## src/ctlbridge_defines.svh

```systemverilog
`ifndef CTLBRIDGE_DEFINES_SVH
`define CTLBRIDGE_DEFINES_SVH

// Control RAM geometry.
`define CtlAddrWidth 8
`define CtlDataWidth 16

`define AddrCtlFlag                          8'h00
`define AddrFpgaState                        8'h01
`define AddrVersionMajor                     8'h30
`define AddrVersionMinor                     8'h31

// Modulation group with halves stored low word first.
`define AddrModReqRdSegment                  8'h20
`define AddrModCycle0                        8'h21
`define AddrModFreqDiv0Lo                    8'h22
`define AddrModFreqDiv0Hi                    8'h23
`define AddrModCycle1                        8'h24
`define AddrModFreqDiv1Lo                    8'h25
`define AddrModFreqDiv1Hi                    8'h26
`define AddrModRep0Lo                        8'h27
`define AddrModRep0Hi                        8'h28
`define AddrModRep1Lo                        8'h29
`define AddrModRep1Hi                        8'h2A

`define AddrSilencerMode                     8'h50
`define AddrSilencerUpdateRateIntensity      8'h51
`define AddrSilencerUpdateRatePhase          8'h52
`define AddrSilencerCompletionStepsIntensity 8'h53
`define AddrSilencerCompletionStepsPhase     8'h54

`define VersionMinor 8'h01
`define VersionMajor 8'h0A

`define FlagModSetBit      0
`define FlagSilencerSetBit 2
`define FlagForceFanBit    13

`define RamReadLatency 2

// Power-up settings.
`define DefaultModCycle                         15'd1
`define DefaultModFreqDiv                       32'd5120
`define DefaultModRep                           32'hFFFFFFFF
`define DefaultSilencerMode                     1'b1
`define DefaultSilencerUpdateRate               16'd256
`define DefaultSilencerCompletionStepsIntensity 16'd10
`define DefaultSilencerCompletionStepsPhase     16'd40

`endif
```

## src/ctlbridge_pkg.sv

```systemverilog
`include "ctlbridge_defines.svh"

package ctlbridge_pkg;

    typedef logic [`CtlAddrWidth-1:0] regAddr_t;
    typedef logic [`CtlDataWidth-1:0] regWord_t;
    typedef logic [31:0] longWord_t;
    typedef logic [14:0] modCycle_t;

    typedef enum logic {
        GroupMod,
        GroupSilencer
    } settingsGroup_t;

    // Sequencer states named by what each launches on the RAM port.
    typedef enum logic [2:0] {
        StVerMinor,
        StVerMajor,
        StPollRead,
        StPollWrite,
        StGroupRead,
        StWriteFlags,
        StWriteState
    } seqState_t;

endpackage

```

## src/settingsRegisters.sv

```systemverilog
`timescale 1ns/1ps
`include "ctlbridge_defines.svh"

module settingsRegisters (
    input  logic                          CLK,
    input  logic                          reset,
    input  logic                          loadValid,
    input  ctlbridge_pkg::settingsGroup_t loadGroup,
    input  logic [3:0]                    loadIndex,
    input  ctlbridge_pkg::regWord_t       loadData,
    input  logic                          groupDone,
    output logic                          modUpdate,
    output logic                          modReqRdSegment,
    output ctlbridge_pkg::modCycle_t      modCycle0,
    output ctlbridge_pkg::modCycle_t      modCycle1,
    output ctlbridge_pkg::longWord_t      modFreqDiv0,
    output ctlbridge_pkg::longWord_t      modFreqDiv1,
    output ctlbridge_pkg::longWord_t      modRep0,
    output ctlbridge_pkg::longWord_t      modRep1,
    output logic                          silencerUpdate,
    output logic                          silencerMode,
    output ctlbridge_pkg::regWord_t       silencerUpdateRateIntensity,
    output ctlbridge_pkg::regWord_t       silencerUpdateRatePhase,
    output ctlbridge_pkg::regWord_t       silencerCompletionStepsIntensity,
    output ctlbridge_pkg::regWord_t       silencerCompletionStepsPhase
);
    import ctlbridge_pkg::*;

    logic      reqRdSegmentStage;
    modCycle_t cycle0Stage;
    modCycle_t cycle1Stage;
    longWord_t freqDiv0Stage;
    longWord_t freqDiv1Stage;
    longWord_t rep0Stage;
    longWord_t rep1Stage;
    logic      modeStage;
    regWord_t  rateIntensityStage;
    regWord_t  ratePhaseStage;
    regWord_t  stepsIntensityStage;
    regWord_t  stepsPhaseStage;
    logic      commitMod;
    logic      commitSilencer;

    assign commitMod = groupDone && (loadGroup == GroupMod);
    assign commitSilencer = groupDone && (loadGroup == GroupSilencer);

    // Words land in staging by index and cycles keep 15 bits.
    always_ff @(posedge CLK) begin
        if (loadValid && loadGroup == GroupMod) begin
            case (loadIndex)
                4'd0: reqRdSegmentStage <= loadData[0];
                4'd1: cycle0Stage <= loadData[14:0];
                4'd2: freqDiv0Stage[15:0] <= loadData;
                4'd3: freqDiv0Stage[31:16] <= loadData;
                4'd4: cycle1Stage <= loadData[14:0];
                4'd5: freqDiv1Stage[15:0] <= loadData;
                4'd6: freqDiv1Stage[31:16] <= loadData;
                4'd7: rep0Stage[15:0] <= loadData;
                4'd8: rep0Stage[31:16] <= loadData;
                4'd9: rep1Stage[15:0] <= loadData;
                4'd10: rep1Stage[31:16] <= loadData;
                default: ;
            endcase
        end
        if (loadValid && loadGroup == GroupSilencer) begin
            case (loadIndex)
                4'd0: modeStage <= loadData[0];
                4'd1: rateIntensityStage <= loadData;
                4'd2: ratePhaseStage <= loadData;
                4'd3: stepsIntensityStage <= loadData;
                4'd4: stepsPhaseStage <= loadData;
                default: ;
            endcase
        end
    end

    always_ff @(posedge CLK) begin
        if (reset) begin
            modUpdate <= 1'b0;
            silencerUpdate <= 1'b0;
            modReqRdSegment <= 1'b0;
            modCycle0 <= `DefaultModCycle;
            modCycle1 <= `DefaultModCycle;
            modFreqDiv0 <= `DefaultModFreqDiv;
            modFreqDiv1 <= `DefaultModFreqDiv;
            modRep0 <= `DefaultModRep;
            modRep1 <= `DefaultModRep;
            silencerMode <= `DefaultSilencerMode;
            silencerUpdateRateIntensity <= `DefaultSilencerUpdateRate;
            silencerUpdateRatePhase <= `DefaultSilencerUpdateRate;
            silencerCompletionStepsIntensity <= `DefaultSilencerCompletionStepsIntensity;
            silencerCompletionStepsPhase <= `DefaultSilencerCompletionStepsPhase;
        end else begin
            modUpdate <= commitMod;
            silencerUpdate <= commitSilencer;
            if (commitMod) begin
                modReqRdSegment <= reqRdSegmentStage;
                modCycle0 <= cycle0Stage;
                modCycle1 <= cycle1Stage;
                modFreqDiv0 <= freqDiv0Stage;
                modFreqDiv1 <= freqDiv1Stage;
                modRep0 <= rep0Stage;
                modRep1 <= rep1Stage;
            end
            if (commitSilencer) begin
                silencerMode <= modeStage;
                silencerUpdateRateIntensity <= rateIntensityStage;
                silencerUpdateRatePhase <= ratePhaseStage;
                silencerCompletionStepsIntensity <= stepsIntensityStage;
                silencerCompletionStepsPhase <= stepsPhaseStage;
            end
        end
    end

    assert property (@(posedge CLK) disable iff (reset) modUpdate |=> !modUpdate)
        else $error("modUpdate longer than one cycle");

    assert property (@(posedge CLK) disable iff (reset) silencerUpdate |=> !silencerUpdate)
        else $error("silencerUpdate longer than one cycle");

endmodule

```

## config.mk

```make
export PLATFORM = sky130hd
export DESIGN_NAME = settingsRegisters
export DESIGN_NICKNAME = d
export VERILOG_FILES = /design/src/ctlbridge_pkg.sv /design/src/settingsRegisters.sv
export VERILOG_INCLUDE_DIRS = /design/src
export SDC_FILE = /design/constraint.sdc
export NUM_CORES = 1
export LEC_CHECK = 0
export ABC_CLOCK_PERIOD_IN_PS = 3500
export BUFFER_PORTS_ARGS = -buffer_cell sky130_fd_sc_hd__clkbuf_2
export CORE_AREA = 3 3 198 220
export CTS_CLUSTER_SIZE = 14
export DETAILED_ROUTE_END_ITERATION = 16
export DIE_AREA = 0 0 201 223
export SYNTH_ARGS = -nofsm -noshare
export SYNTH_HDL_FRONTEND = slang
export SYNTH_SLANG_ARGS = --single-unit
export TNS_END_PERCENT = 1
```

## constraint.sdc

```tcl
create_clock -name CLK -period 3.5 [get_ports CLK]
set_input_delay 0.7 -clock CLK [delete_from_list [all_inputs] [get_ports CLK]]
set_output_delay 0.7 -clock CLK [all_outputs]
set_load 0.01 [all_outputs]
```

# Word level (Yosys, flattened, before mapping)
# Index checks and enable logic that the tools add are counted.
# W data, S select, Z words.
dict set report op_classes {
  n_eq_ne 10
  bitwise_logic 1
  n_reduce_logical 21
}
# op n
set op_table {}
lappend op_table {{$reduce_and A2 Y1} 16}
lappend op_table {{$eq A4 B3 Y1 const B} 4}
lappend op_table {{$eq A4 B4 Y1 const B} 3}
lappend op_table {{$eq A4 B2 Y1 const B} 2}
lappend op_table {{$eq A4 B1 Y1 const B} 1}
lappend op_table {{$logic_and A1 B1 Y1} 4}
lappend op_table {{$logic_not A4 Y1} 1}
lappend op_table {{$not A1 Y1} 1}
dict set report word_totals {
  regBits 450
  in_bits 25
  output_inout_bits 226
  elab_cells 62
}

# Longest topological paths before layout
dict set report depth {
  ltp_word 3
  depth_mapped 6
  mapped_depth_nobuf 2
}

# Worst setup path before layout
# No wires, ideal clock.
dict set report synth_timing {
  path_type {in2reg}
  startpoint {input port loadGroup}
  endpoint {register freqDiv0Stage[0], enable pin}
  setup_time_ns 0.388
  arrival_time_ns 2.120
  t_required_ns 3.112
  setup_slack_ns 0.992
  path_stages 3
  path_buffers 1
  cell_sequence {buf_2 > or4b_4 > nor2_1}
}
dict set report synth_via {
  elab_chain_len 3
}
# element line
set synth_lines {}
lappend synth_lines {{start: declaration} settingsRegisters.sv:8} ;# input ctlbridge_pkg::settingsGroup_t loadGroup,
lappend synth_lines {{$not A1 Y1} settingsRegisters.sv:49} ;# if (loadValid && loadGroup == GroupMod) begin
lappend synth_lines {{$logic_and A1 B1 Y1} settingsRegisters.sv:49}
lappend synth_lines {{$reduce_and A2 Y1 (no line)} n/a}
lappend synth_lines {{end signal: assignment} settingsRegisters.sv:53} ;# 4'd2: freqDiv0Stage[15:0] <= loadData;
lappend synth_lines {{end: declaration} settingsRegisters.sv:32} ;# longWord_t freqDiv0Stage;
# No other way between the ends.
# A chain may end at the register's enable or synchronous reset.

# Worst setup path after layout
dict set report layout_timing {
  startpoint {input port loadIndex[2]}
  endpoint {register cycle0Stage[8], enable pin}
}
dict set report layout_via {
  elab_chain_len 2
}
# element line
set layout_lines {}
lappend layout_lines {{start: declaration} settingsRegisters.sv:9} ;# input logic [3:0] loadIndex,
lappend layout_lines {{$eq A4 B1 Y1} settingsRegisters.sv:50} ;# case (loadIndex)
lappend layout_lines {{$reduce_and A2 Y1 (no line)} n/a}
lappend layout_lines {{end signal: assignment} settingsRegisters.sv:52} ;# 4'd1: cycle0Stage <= loadData[14:0];
lappend layout_lines {{end: declaration} settingsRegisters.sv:30} ;# modCycle_t cycle0Stage;
# No other way between the ends.

==> results_dict.tcl <==
set metrics [dict create \
    r2r-start "stepsIntensityStage[3]$_DFFE_PP_" \
    cts.sinks 450 \
    slew_headroom_pct 32.8 \
    min_path_cells 1 \
    hold_path_class "flop to flop" \
    insertion_delay_ns 0.57 \
    nets 1488 \
    end_kind "flop" \
    syn2layout_area_growth_pct 19.1 \
    ys.flop_type "dfxtp_1" \
    path_clk_slew_ns 0.06 \
    worstPathMaxFanout 15 \
    start_kind "input pin" \
    timing.rr.end "silencerCompletionStepsIntensity[3]$_SDFFE_PP1P_" \
    synth_nets 1277 \
    finalCritPeriodShare_pct 53.8 \
    ys_types 25 \
    yosysTopAreaCell "edfxtp_1" \
    fp.dieW_um 201 \
    die_area_um2 44800 \
    gp_congestion 0.735 \
    yosysWarningCount 0 \
    powerDensity_nw_per_um2 585 \
    start_util_pct 40.1 \
    num_vias 10200 \
    antenna-diode-count 0 \
    path_class "input pin to flop" \
    grt_pass1_wl_um 63600 \
    finalSetupViolations 0 \
    synth_edf_count 224 \
    slew_violations 0 \
    rows 78 \
    cts_resized 0 \
    arrival_ns 2.08 \
    synth_xor_area_share_pct 0 \
    synth_seq_cells 450 \
    synthArstFlopShare_pct 0 \
    grt_use_total_pct 18.5 \
    drc_errors 0 \
    nFillCells 3746 \
    cts_setup_buffers 0 \
    clock-root-buffer "clkbuf_16" \
    wl_per_cell_um 20.7 \
    hold_end "silencerUpdateRatePhase[8]$_SDFFE_PP1P_" \
    synth_area_leaders "edfxtp_1 (41%), dfxtp_1 (27%), nand4bb_1 (6.3%), mux2i_1 (4.2%), nor2_1 (3.6%)" \
    synth_common_cells "dfxtp_1 (226), edfxtp_1 (224), nor2_1 (157)" \
    synth_adder_area_share_pct 0 \
    port_buffers 250 \
    worst_slew_pin_slew_ns 1.01 \
    dp.cells 1975 \
    syn_area_um2 16600 \
    hold_slack_ns 0.466 \
    drt-total-wl_um 42700 \
    yosysSeqAreaShare_pct 68.0 \
    max_freq_mhz 531 \
    synth_top_family_by_area "simple AND/OR/NAND/NOR gates" \
    coreArea_um2 41300 \
    htree_levels 2 \
    synth-simple-area-share_pct 15.6 \
    grt_max_degree 214 \
    synth_compound_area_share_pct 8.32 \
    clock-skew-final_ns 0.0187 \
    min-delay-start "silencerUpdateRatePhase[8]$_SDFFE_PP1P_" \
    fin_crit_ns 1.88 \
    power_mw 11.5 \
    cts_max_path_buffers 3 \
    first_iter_violations 677 \
    synth_mux_area_share_pct 4.23 \
    drive_above_1_share_pct 27.0 \
    grt_pass1_vias 10000 \
    cts_hold_buf 0 \
    peakVddDrop_mv 0.331 \
    dr.pass1.iters 4 \
    cap_violations 0 \
    cts_tree "built" \
    ant_nets 0 \
    viasPerCell 4.97 \
    ios 251 \
    reg2regPathDepth 2 \
    hold_violations 0 \
    post-route-cell-area_um2 19700 \
    grt.overflow.total 0 \
    synth_most_common_cell "dfxtp_1" \
    die_h_um 223 \
    syn_inst 1252 \
    avgSynthCellArea_um2 13.2 \
    dp_hpwl_um 23900 \
    final_cells 2061 \
    rsz0062_at_grt "no" \
    p_leak_nw 7.24 \
    ff2ff_setup_slack_ns 2.61 \
    tns_ns 0 \
    antenna_found_initial 5 \
    critPathRequiredTime_ns 3.70 \
    place_area_um2 18100 \
    synth_top_area_share_pct 40.6 \
    outcome "complete, no violations" \
    cts_made_buffers 46 \
]
-- cell type report --
cell class | instances | area (um2) | area share (%)
tap | 560 | 701 | 3.55
multi-input combinational | 694 | 4680 | 23.7
timing repair buffer | 271 | 1490 | 7.58
sequential | 450 | 11300 | 57.1
clock buffer | 76 | 1440 | 7.30
clock inverter | 10 | 151 | 0.768
-- flip-flops by register name (all words and copies together), names as in the netlist, 15 cells and up --
name	cells
modRep0	32
modFreqDiv1	32
silencerUpdateRatePhase	16
stepsPhaseStage	16
cycle1Stage	15
stepsIntensityStage	16
rep0Stage	32
silencerCompletionStepsPhase	16
modCycle1	15
silencerCompletionStepsIntensity	16
rep1Stage	32
modFreqDiv0	32
ratePhaseStage	16
modCycle0	15
cycle0Stage	15
rateIntensityStage	16
freqDiv1Stage	32
silencerUpdateRateIntensity	16
freqDiv0Stage	32
modRep1	32
-- cell families after synthesis --
group                  after synthesis
AOI/OAI and AO/OA                  212
buffers and inverters              108
DFF                                450
muxes                               70
and+or+nand+nor                    412
-- placed cells by master (no fill, tap or decap), types with 9 or more instances in the layout --
master	instances
o21ai_0	83
a21oi_1	58
clkbuf_1	17
mux2i_1	70
nand2b_1	91
buf_4	16
a21bo_2	58
clkbuf_2	247
nand4bb_1	92
nor2_1	152
nand3_1	58
clkbuf_8	9
clkbuf_16	50
dfxtp_1	226
edfxtp_1	224
-- metal layers --
| layer | part of all wire (%) | GRT usage, % | vias up |
|---|---|---|---|
| met5 | 0.066 | 0 | - |
| met2 | 48 | 30.3 | 261 |
| li1 | - | - | 4911 |
| met1 | 43 | 24.1 | 4999 |
| met4 | 2.3 | 6.12 | 4 |
| met3 | 6.2 | 4.74 | 65 |
-- how the worst max path moves through the flow --
stage	from	to	cells after the start
floorplan	loadGroup	freqDiv0Stage[0]$_DFFE_PP_	3
global placement	loadIndex[2]	cycle0Stage[6]$_DFFE_PP_	3
detailed placement	loadIndex[2]	cycle0Stage[6]$_DFFE_PP_	3
CTS	loadIndex[2]	cycle0Stage[14]$_DFFE_PP_	3
global route	loadIndex[2]	cycle0Stage[7]$_DFFE_PP_	3
finish	loadIndex[2]	cycle0Stage[8]$_DFFE_PP_	3
-- critical path, stage by stage --
cell      delay, ns
clkbuf_2       0.13
or4b_4         0.56
nor2_2         0.67
-- metrics by stage --
| stage | setup slack, ns | utilization (%) |
|---|---|---|
| global route | 1.53 | 47.8 |
| global placement | 1.01 | 43.9 |
| floorplan | 0.992 | - |
| finish | 1.62 | 47.8 |
| CTS | 1.62 | 47.8 |
| detailed placement | 0.998 | 43.9 |
-- report_power, final --
part,switching [mW],internal (mW),leakage (nW)
sequential,0.0715,5.67,3.87
clock,2.02,3.10,0.781
combinational,0.435,0.248,2.58
total,2.53,9.01,7.24
Note: power is estimated with default switching activity, not from simulation.
