$ cat src/ctlbridge_defines.svh
`ifndef CTLBRIDGE_DEFINES_SVH
`define CTLBRIDGE_DEFINES_SVH

// Control RAM geometry.
`define CtlAddrWidth 8
`define CtlDataWidth 16

`define AddrCtlFlag                          8'h00
`define AddrFpgaState                        8'h01
`define AddrVersionMajor                     8'h30
`define AddrVersionMinor                     8'h31

// Modulation group with halves stored low word first.
`define AddrModReqRdSegment                  8'h20
`define AddrModCycle0                        8'h21
`define AddrModFreqDiv0Lo                    8'h22
`define AddrModFreqDiv0Hi                    8'h23
`define AddrModCycle1                        8'h24
`define AddrModFreqDiv1Lo                    8'h25
`define AddrModFreqDiv1Hi                    8'h26
`define AddrModRep0Lo                        8'h27
`define AddrModRep0Hi                        8'h28
`define AddrModRep1Lo                        8'h29
`define AddrModRep1Hi                        8'h2A

`define AddrSilencerMode                     8'h50
`define AddrSilencerUpdateRateIntensity      8'h51
`define AddrSilencerUpdateRatePhase          8'h52
`define AddrSilencerCompletionStepsIntensity 8'h53
`define AddrSilencerCompletionStepsPhase     8'h54

`define VersionMinor 8'h01
`define VersionMajor 8'h0A

`define FlagModSetBit      0
`define FlagSilencerSetBit 2
`define FlagForceFanBit    13

`define RamReadLatency 2

// Power-up settings.
`define DefaultModCycle                         15'd1
`define DefaultModFreqDiv                       32'd5120
`define DefaultModRep                           32'hFFFFFFFF
`define DefaultSilencerMode                     1'b1
`define DefaultSilencerUpdateRate               16'd256
`define DefaultSilencerCompletionStepsIntensity 16'd10
`define DefaultSilencerCompletionStepsPhase     16'd40

`endif
$ cat src/ctlbridge_pkg.sv
`include "ctlbridge_defines.svh"

package ctlbridge_pkg;

    typedef logic [`CtlAddrWidth-1:0] regAddr_t;
    typedef logic [`CtlDataWidth-1:0] regWord_t;
    typedef logic [31:0] longWord_t;
    typedef logic [14:0] modCycle_t;

    typedef enum logic {
        GroupMod,
        GroupSilencer
    } settingsGroup_t;

    // Sequencer states named by what each launches on the RAM port.
    typedef enum logic [2:0] {
        StVerMinor,
        StVerMajor,
        StPollRead,
        StPollWrite,
        StGroupRead,
        StWriteFlags,
        StWriteState
    } seqState_t;

endpackage

$ cat src/settingsSequencer.sv
`timescale 1ns/1ps
`include "ctlbridge_defines.svh"

module settingsSequencer (
    input  logic                          CLK,
    input  logic                          reset,
    input  logic                          thermo,
    input  logic                          modSegment,
    output logic                          seqWe,
    output ctlbridge_pkg::regAddr_t       seqAddr,
    output ctlbridge_pkg::regWord_t       seqDin,
    input  ctlbridge_pkg::regWord_t       seqDout,
    output logic                          loadValid,
    output ctlbridge_pkg::settingsGroup_t loadGroup,
    output logic [3:0]                    loadIndex,
    output ctlbridge_pkg::regWord_t       loadData,
    output logic                          groupDone,
    output logic                          forceFan
);
    import ctlbridge_pkg::*;

    localparam int Lat = `RamReadLatency;
    localparam logic [3:0] ModLastIndex = 4'd10;
    localparam logic [3:0] SilencerLastIndex = 4'd4;

    seqState_t      state;
    settingsGroup_t curGroup;
    regWord_t       ctlFlags;
    regWord_t       stateWord;
    logic [3:0]     issueIndex;
    logic [3:0]     lastIndex;
    logic           launchRead;
    logic           launchFlag;
    logic           launchLast;
    logic           flagArrives;

    // Read tags travel alongside the RAM pipeline.
    logic [Lat:0]      pipeValid;
    logic [Lat:0]      pipeFlag;
    logic [Lat:0]      pipeLast;
    logic [Lat:0][3:0] pipeIndex;

    function automatic regAddr_t groupAddr(input settingsGroup_t group, input logic [3:0] index);
        regAddr_t addr;
        if (group == GroupMod) begin
            case (index)
                4'd0: addr = `AddrModReqRdSegment;
                4'd1: addr = `AddrModCycle0;
                4'd2: addr = `AddrModFreqDiv0Lo;
                4'd3: addr = `AddrModFreqDiv0Hi;
                4'd4: addr = `AddrModCycle1;
                4'd5: addr = `AddrModFreqDiv1Lo;
                4'd6: addr = `AddrModFreqDiv1Hi;
                4'd7: addr = `AddrModRep0Lo;
                4'd8: addr = `AddrModRep0Hi;
                4'd9: addr = `AddrModRep1Lo;
                4'd10: addr = `AddrModRep1Hi;
                default: addr = `AddrCtlFlag;
            endcase
        end else begin
            case (index)
                4'd0: addr = `AddrSilencerMode;
                4'd1: addr = `AddrSilencerUpdateRateIntensity;
                4'd2: addr = `AddrSilencerUpdateRatePhase;
                4'd3: addr = `AddrSilencerCompletionStepsIntensity;
                4'd4: addr = `AddrSilencerCompletionStepsPhase;
                default: addr = `AddrCtlFlag;
            endcase
        end
        return addr;
    endfunction

    assign stateWord = {14'd0, modSegment, thermo};
    assign lastIndex = (curGroup == GroupMod) ? ModLastIndex : SilencerLastIndex;
    assign launchRead = (state == StPollRead) || (state == StGroupRead);
    assign launchFlag = (state == StPollRead);
    assign launchLast = (state == StGroupRead) && (issueIndex == lastIndex);
    assign flagArrives = pipeValid[Lat] && pipeFlag[Lat];

    assign loadValid = pipeValid[Lat] && !pipeFlag[Lat];
    assign loadGroup = curGroup;
    assign loadIndex = pipeIndex[Lat];
    assign loadData = seqDout;
    assign forceFan = ctlFlags[`FlagForceFanBit];

    always_ff @(posedge CLK) begin
        if (reset) begin
            pipeValid <= '0;
            groupDone <= 1'b0;
        end else begin
            pipeValid <= {pipeValid[Lat-1:0], launchRead};
            groupDone <= loadValid && pipeLast[Lat];
        end
        pipeFlag <= {pipeFlag[Lat-1:0], launchFlag};
        pipeLast <= {pipeLast[Lat-1:0], launchLast};
        pipeIndex <= {pipeIndex[Lat-1:0], issueIndex};
    end

    always_ff @(posedge CLK) begin
        if (reset) begin
            state <= StVerMinor;
            seqWe <= 1'b0;
            seqAddr <= '0;
            seqDin <= '0;
            ctlFlags <= '0;
            curGroup <= GroupMod;
            issueIndex <= '0;
        end else begin
            case (state)
                StVerMinor: begin
                    seqWe <= 1'b1;
                    seqAddr <= `AddrVersionMinor;
                    seqDin <= {8'h00, `VersionMinor};
                    state <= StVerMajor;
                end
                StVerMajor: begin
                    seqAddr <= `AddrVersionMajor;
                    seqDin <= {8'h00, `VersionMajor};
                    state <= StPollRead;
                end
                StPollRead: begin
                    seqWe <= 1'b0;
                    seqAddr <= `AddrCtlFlag;
                    state <= StPollWrite;
                end
                StPollWrite: begin
                    seqWe <= 1'b1;
                    seqAddr <= `AddrFpgaState;
                    seqDin <= stateWord;
                    issueIndex <= '0;
                    // Decide from the stored copy; fresh flags only land when idle.
                    if (ctlFlags[`FlagModSetBit]) begin
                        ctlFlags[`FlagModSetBit] <= 1'b0;
                        curGroup <= GroupMod;
                        state <= StGroupRead;
                    end else if (ctlFlags[`FlagSilencerSetBit]) begin
                        ctlFlags[`FlagSilencerSetBit] <= 1'b0;
                        curGroup <= GroupSilencer;
                        state <= StGroupRead;
                    end else begin
                        if (flagArrives) begin
                            ctlFlags <= seqDout;
                        end
                        state <= StPollRead;
                    end
                end
                StGroupRead: begin
                    seqWe <= 1'b0;
                    seqAddr <= groupAddr(curGroup, issueIndex);
                    issueIndex <= issueIndex + 4'd1;
                    if (issueIndex == lastIndex) begin
                        state <= StWriteFlags;
                    end
                end
                StWriteFlags: begin
                    seqWe <= 1'b1;
                    seqAddr <= `AddrCtlFlag;
                    seqDin <= ctlFlags;
                    state <= StWriteState;
                end
                StWriteState: begin
                    seqAddr <= `AddrFpgaState;
                    seqDin <= stateWord;
                    state <= StPollRead;
                end
                default: begin
                    seqWe <= 1'b0;
                    state <= StPollRead;
                end
            endcase
        end
    end

    assert property (@(posedge CLK) disable iff (reset) groupDone |=> !groupDone)
        else $error("groupDone held for more than one cycle");

endmodule

$ cat config.mk
export PLATFORM = sky130hd
export DESIGN_NAME = settingsSequencer
export DESIGN_NICKNAME = d
export VERILOG_FILES = /design/src/ctlbridge_pkg.sv /design/src/settingsSequencer.sv
export VERILOG_INCLUDE_DIRS = /design/src
export SDC_FILE = /design/constraint.sdc
export NUM_CORES = 1
export LEC_CHECK = 0
export BUFFER_PORTS_ARGS = -buffer_cell sky130_fd_sc_hd__buf_2
export CORE_MARGIN = 2
export CORE_UTILIZATION = 38
export CTS_CLUSTER_DIAMETER = 40
export DETAILED_ROUTE_END_ITERATION = 8
export GPL_TIMING_DRIVEN = 1
export HOLD_SLACK_MARGIN = 0.05
export SYNTH_ARGS = -nofsm -noshare
export SYNTH_HDL_FRONTEND = slang
export SYNTH_SLANG_ARGS = --single-unit
$ cat constraint.sdc
create_clock -name CLK -period 2.2 [get_ports CLK]
set_clock_uncertainty 0.1 [all_clocks]
set_input_delay 0.11 -clock CLK [delete_from_list [all_inputs] [get_ports CLK]]
set_output_delay 0.11 -clock CLK [all_outputs]
set_load 0.1 [all_outputs]
# ---- Word level (Yosys, flattened, before mapping)
# Memory sizes are Yosys's and may differ from the RTL's. A register that Yosys moved wholly into a read port is not among the register bits.
# Cells that the tools add are included.
dict set report word_totals {
  memories 1
  register_bits 71
  in_bits 20
  output_inout_bits 49
  romBits 80
  wordCells 70
}
# memory depth word_bits rd rd_ports_with_merged_regs write_ports line
set memory_table {}
lappend memory_table {{(no name shown)} 16 5 1 1 0 settingsSequencer.sv:46} ;# case (index)
dict set report classes {
  eq_ne 12
  bitwise 2
  n_addsub 1
  mux 19
  n_reduce_logical 19
}
# operator count
set ops {}
lappend ops {{16-bit case mux with 4 select lines} 1}
lappend ops {{8-bit case mux with 5 select lines} 1}
lappend ops {{7-bit case mux with 5 select lines} 1}
lappend ops {{3-bit case mux with 5 select lines} 1}
lappend ops {{3-bit two-way mux} 4}
lappend ops {{4-bit two-way mux} 3}
lappend ops {{3-bit == test, second input constant} 3}
lappend ops {{4-bit by 2-bit == test with 1-bit output, second input constant} 2}
lappend ops {{8-bit two-way mux} 1}
lappend ops {{4-bit case mux with 2 select lines} 1}
lappend ops {{3-bit by 2-bit == test with 1-bit output, second input constant} 2}
lappend ops {{2-bit OR reduction} 3}
lappend ops {{1-bit two-way mux} 5}
lappend ops {{5-bit nonzero test} 1}
lappend ops {{4-bit by 1-bit adder with 4-bit output, second input constant} 1}
lappend ops {{4-bit by 1-bit == test with 1-bit output, second input constant} 1}
lappend ops {{4-bit by 3-bit == test with 1-bit output, second input constant} 1}
lappend ops {{4-bit == test} 1}
lappend ops {{1-bit logical AND} 4}
lappend ops {{4-bit zero test} 1}
lappend ops {{2-bit AND reduction} 2}
lappend ops {{4-bit AND reduction} 1}
lappend ops {{2-bit nonzero test} 2}
lappend ops {{4-bit nonzero test} 1}
lappend ops {{8 further kinds} 9}

# ---- Longest topological paths before layout
dict set report depth {
  word_depth 4
  depth_mapped 8
  ltp_nobuf 7
}

# ---- Least setup slack after synthesis
# Ideal clock, no wire load.
dict set report synth_path {
  kind {register to register}
  startpoint {register curGroup, in the netlist loadGroup}
  endpoint {register state[2]}
  arrival_ns 1.985
  t_required_ns 1.972
  period_less_slack_ns 2.213
  stages_incl_launch_ff 7
  path_slack_ns -0.013
  setup_ns 0.128
  path_cell_list {dfxtp_1 > buf_2 > nor4bb_1 > o21ai_0 > nand3_1 > o221ai_1 > nor2b_1}
}
dict set report synth_via {
  elab_chain_len 3
}
# item line
set synth_rtl {}
lappend synth_rtl {{start: declaration} settingsSequencer.sv:27} ;# settingsGroup_t curGroup;
lappend synth_rtl {{start signal: assignment} settingsSequencer.sv:106} ;# curGroup <= GroupMod;
lappend synth_rtl {{start signal: assignment} settingsSequencer.sv:134} ;# curGroup <= GroupMod;
lappend synth_rtl {{start signal: assignment} settingsSequencer.sv:138} ;# curGroup <= GroupSilencer;
lappend synth_rtl {{4-bit two-way mux} settingsSequencer.sv:74} ;# assign lastIndex = (curGroup == GroupMod) ? ModLastIndex : SilencerLastIndex;
lappend synth_rtl {{4-bit == test} settingsSequencer.sv:151} ;# if (issueIndex == lastIndex) begin
lappend synth_rtl {{2-bit by 1-bit inequality test with 1-bit output (no source line)} n/a}
lappend synth_rtl {{end signal: assignment} settingsSequencer.sv:152} ;# state <= StWriteFlags;
lappend synth_rtl {{end signal: assignment} settingsSequencer.sv:159} ;# state <= StWriteState;
lappend synth_rtl {{end signal: assignment} settingsSequencer.sv:164} ;# state <= StPollRead;
lappend synth_rtl {{end: declaration} settingsSequencer.sv:26} ;# seqState_t state;
# Every way passes these cells.
# A chain may end at the register's enable or synchronous reset.

# ---- Final worst setup path
dict set report layout_path {
  startpoint {register issueIndex[1]}
  endpoint {register seqAddr[1]}
}
dict set report layout_via {
  elab_chain_len 4
  word_cells_on_any_way 8
}
# item line
set layout_rtl {}
lappend layout_rtl {{start: declaration} settingsSequencer.sv:30} ;# logic [3:0] issueIndex;
lappend layout_rtl {{start signal: assignment} settingsSequencer.sv:150} ;# issueIndex <= issueIndex + 4'd1;
lappend layout_rtl {{4-bit by 3-bit == test with 1-bit output (tied with other cells)} settingsSequencer.sv:61} ;# case (index)
lappend layout_rtl {{7-bit case mux with 5 select lines *} settingsSequencer.sv:61}
lappend layout_rtl {{8-bit two-way mux *} settingsSequencer.sv:45} ;# if (group == GroupMod) begin
lappend layout_rtl {{8-bit case mux with 5 select lines *} settingsSequencer.sv:109} ;# case (state)
lappend layout_rtl {{end signal: assignment} settingsSequencer.sv:112} ;# seqAddr <= `AddrVersionMinor;
lappend layout_rtl {{end signal: assignment} settingsSequencer.sv:117} ;# seqAddr <= `AddrVersionMajor;
lappend layout_rtl {{end signal: assignment} settingsSequencer.sv:123} ;# seqAddr <= `AddrCtlFlag;
lappend layout_rtl {{end: declaration} settingsSequencer.sv:10} ;# output ctlbridge_pkg::regAddr_t seqAddr,
# Mark *: on every way between the ends. The rest lies on a longest branch, timed or not.

==> impl_summary.log <==
[metrics] row count: 33
[metrics] share of synthesized area occupied by flip-flops and latches: 0.475
[metrics] die height: about 95 µm
[metrics] setup slack on the worst flop-to-flop path: roughly 0.3 ns
[metrics] most frequently used flop master after synthesis: sky130_fd_sc_hd__dfxtp_1
[metrics] Final Max Tran Viols: 0
[metrics] final cell count without fillers: approximately 520
[metrics] Cell Pwr Density: approximately 830 nW/µm²
[metrics] cell types occupying the most area after synthesis: sky130_fd_sc_hd__dfxtp_1, sky130_fd_sc_hd__buf_4, sky130_fd_sc_hd__a21oi_1
[metrics] H-tree depth: 3
[metrics] clock tree from TritonCTS: yes
[metrics] synthesized instance count: 353
[metrics] area added between synthesis and finish: 22.7%
[metrics] root cell of the clock tree: sky130_fd_sc_hd__clkbuf_8
[metrics] worst max-slew margin expressed relative to the limit: 0.654
[metrics] cell-by-cell trace of the critical path: ha_1 -> nor3_1 -> nor2_1 -> o2111ai_2 -> or4_1 -> a31oi_1
[metrics] Cells after DPL: approximately 490
[metrics] cell with the largest stage delay on the worst path: sky130_fd_sc_hd__or4_1
[metrics] CP Capture Type: flop
[metrics] Post-Route WL: roughly 7300 µm
[metrics] ratio of final minimum period to clock period: 0.865
[metrics] wire length of the first global-routing pass: 12200 µm
[metrics] most area-hungry cell type in the Yosys netlist: sky130_fd_sc_hd__dfxtp_1
[metrics] worst slew pin tran: around 0.52 ns
[metrics] number of enable flip-flop cells after synthesis: 0
[metrics] number of endpoints failing setup at the final stage: 0
[metrics] core box area: roughly 8000 µm²
[metrics] post-synthesis instance area: around 3200 µm²
[metrics] horizontal extent of the die: 95.2 µm
[metrics] post-CTS setup repair buffer count: 0
[metrics] final antenna-violating net count: 0
[metrics] detailed-route vias per instance: ~5
[metrics] Clock Path Buffers: 2
[metrics] number of distinct library cell variants in the gate-level netlist after synthesis: 44
[metrics] RD Place Congestion: between 0.7 and 0.8
[metrics] worst setup path class: reg2reg
[metrics] number of buffers created by CTS: 9
[metrics] required time of the critical path: approximately 2.4 ns
[metrics] number of gates resized after CTS: 0
[metrics] Die Area: 9070 µm²
[metrics] clock insertion delay at the later pin of the skew report: about 0.35 ns
[metrics] vias in the first global route: 2586
[metrics] number of remaining DRC errors: 0
[metrics] clock transition at the register clock pins on the worst setup and hold paths after CTS: about 0.070 ns
[metrics] detailed-route wire length per cell: between 10 and 15 µm
[metrics] data arrival at the endpoint of the critical path: around 2.1 ns
[metrics] Static Leakage: between 0.0015 and 0.002 µW
[metrics] buffers added on ports: 67
[metrics] worst hold-check path type: in2reg
[metrics] largest net degree at the start of global routing: 48
[metrics] worst supply voltage drop on vdd: 0.395 mV
[metrics] overflow left after global routing: 0
[metrics] initial antenna violation count: 0
[metrics] worst slack on hold paths: between 0.09 and 0.1 ns
[metrics] share of the synthesized area in the top cell type: 0.475
[metrics] final hold viol count: 0
[metrics] vias post-DR: about 2.7k
[metrics] highest achievable clock rate: around 530 MHz
[metrics] All-Layer GR Usage: 0.174
[metrics] number of max-capacitance violations reported: 0
[metrics] sum of negative setup slack: 0 ns
[metrics] synthesis-stage register bit count: 75
[metrics] outcome: finished clean
[metrics] starting density of the core: 0.389
[metrics] most frequent cell after synthesis: sky130_fd_sc_hd__dfxtp_1
[metrics] drt first-iter violations: approximately 170
[metrics] critical path fanouts, max: 8
[metrics] number of antenna repair diodes: 0
[metrics] half-perimeter wire length after detailed placement: a little under 5000 µm
[metrics] worst stage delay on the critical path: around 0.5 ns
[metrics] number of nets in the final layout: between 400 and 500
[metrics] proportion of layout cells with a drive suffix above 1: 0.266
[metrics] final period demand of the worst path: 1.90 ns
[metrics] average size of a mapped cell: approximately 9 µm²
[metrics] leading cell types by count after synthesis: sky130_fd_sc_hd__dfxtp_1, sky130_fd_sc_hd__nand2_1, sky130_fd_sc_hd__a21oi_1, sky130_fd_sc_hd__nor2_1, sky130_fd_sc_hd__buf_4
[metrics] Fillers: a little under 800
[metrics] nets in the synthesized netlist: approximately 380
[metrics] unrepaired setup endpoints after global routing: no
[metrics] critical path startpoint category: flop
[metrics] number of top-level pins: a little under 70
[metrics] ys async rst share: 0
[metrics] DRT Pass-1 Iters: 5
[metrics] Yosys warnings: 0
[metrics] clk sinks: 75
[worst max-delay path, delay by kind of cell (launching register included)]
| kind | cells | cell delay [ns] |
|---|---|---|
| compound gates | 2 | 0.31 |
| fa+ha+maj | 1 | 0.27 |
| flops | 1 | 0.45 |
| simple gates | 3 | 0.69 |
[metal layers]
metal | share of wire | vias to the layer above | track usage
met5 | 0 | - | 0
met4 | 0.016 | 0 | 0.0531
met3 | 0.060 | 14 | 0.0609
met2 | 0.48 | 93 | 0.286
met1 | 0.45 | 1233 | 0.215
li1 | - | 1320 | -
[flip-flops by register name (all words and copies together) (netlist names), named ones only]
| signal | flops |
|---|---|
| pipeLast | 3 |
| pipeValid | 3 |
| ctlFlags | 16 |
| pipeIndex | 8 |
| loadGroup | 1 |
| seqWe | 1 |
| state | 3 |
| pipeFlag | 3 |
| issueIndex | 4 |
| seqAddr | 7 |
| loadIndex | 4 |
| seqDin | 16 |
| groupDone | 1 |
[power by group]
group	switching, µW	total, µW	internal, µW
combinational	390	510	120
sequential	21.4	1410	1380
clock	483	1290	809
total	895	3210	2310
[layout by cell type, fill, tap and decap left out, types with 5 or more instances in the layout]
cell type,instances
sky130_fd_sc_hd__dfxtp_1,74
sky130_fd_sc_hd__buf_2,67
sky130_fd_sc_hd__nand2_1,41
sky130_fd_sc_hd__nor2_1,32
sky130_fd_sc_hd__a21oi_1,32
sky130_fd_sc_hd__dlygate4sd3_1,17
sky130_fd_sc_hd__a22oi_1,15
sky130_fd_sc_hd__o21ai_0,14
sky130_fd_sc_hd__a22o_1,13
sky130_fd_sc_hd__mux2_2,12
sky130_fd_sc_hd__clkbuf_8,11
sky130_fd_sc_hd__buf_4,11
sky130_fd_sc_hd__inv_1,10
sky130_fd_sc_hd__nor2b_1,10
sky130_fd_sc_hd__nand3_1,6
sky130_fd_sc_hd__nor3_1,5
sky130_fd_sc_hd__ha_1,5
[path summary, 6_finish.rpt]
kind                                    start            to  cells past startpoint
worst min-delay path                   thermo     seqDin[0]                      4
worst max-delay path            issueIndex[1]    seqAddr[1]                      6
worst max register to register  issueIndex[1]    seqAddr[1]                      6
worst min register to register   pipeIndex[4]  loadIndex[0]                      0
[stage by stage]
stage          setup slack [ns]  area, µm²   util  total power (µW)
2_1_floorplan            0.0677       3160      -              1840
3_3_place_gp              0.379       3460  0.425              1930
3_5_place_dp              0.327       3460  0.425              1930
4_1_cts                   0.288       3880  0.477              3240
5_1_grt                   0.117       3880  0.477              3330
6_report                  0.296       3880  0.477              3210
[cell type report]
cell class,instances,area [µm²],share of cell area
clock buffer,11,151,0.0390
inverter,11,41.3,0.0106
clock inverter,4,97.6,0.0252
sequential,75,1500,0.387
multi-input combinational,221,1350,0.347
tap,105,131,0.0339
timing repair buffer,96,608,0.157
[kinds of logic after synthesis]
group	count (synthesis)	share of synthesized area
AOI/OAI and AO/OA	91	0.192
and+or+nand+nor	111	0.167
adders and majority gates	5	0.0198
other	1	0.00119
muxes	13	0.0459
DFF	75	0.475
buffers and inverters	57	0.0993
[timing repair]
action	in CTS	in global routing
endpoints found under the hold margin	17	0
setup endpoints to repair	0	0
hold buffers	17	0
(Power assumes the default switching activity.)
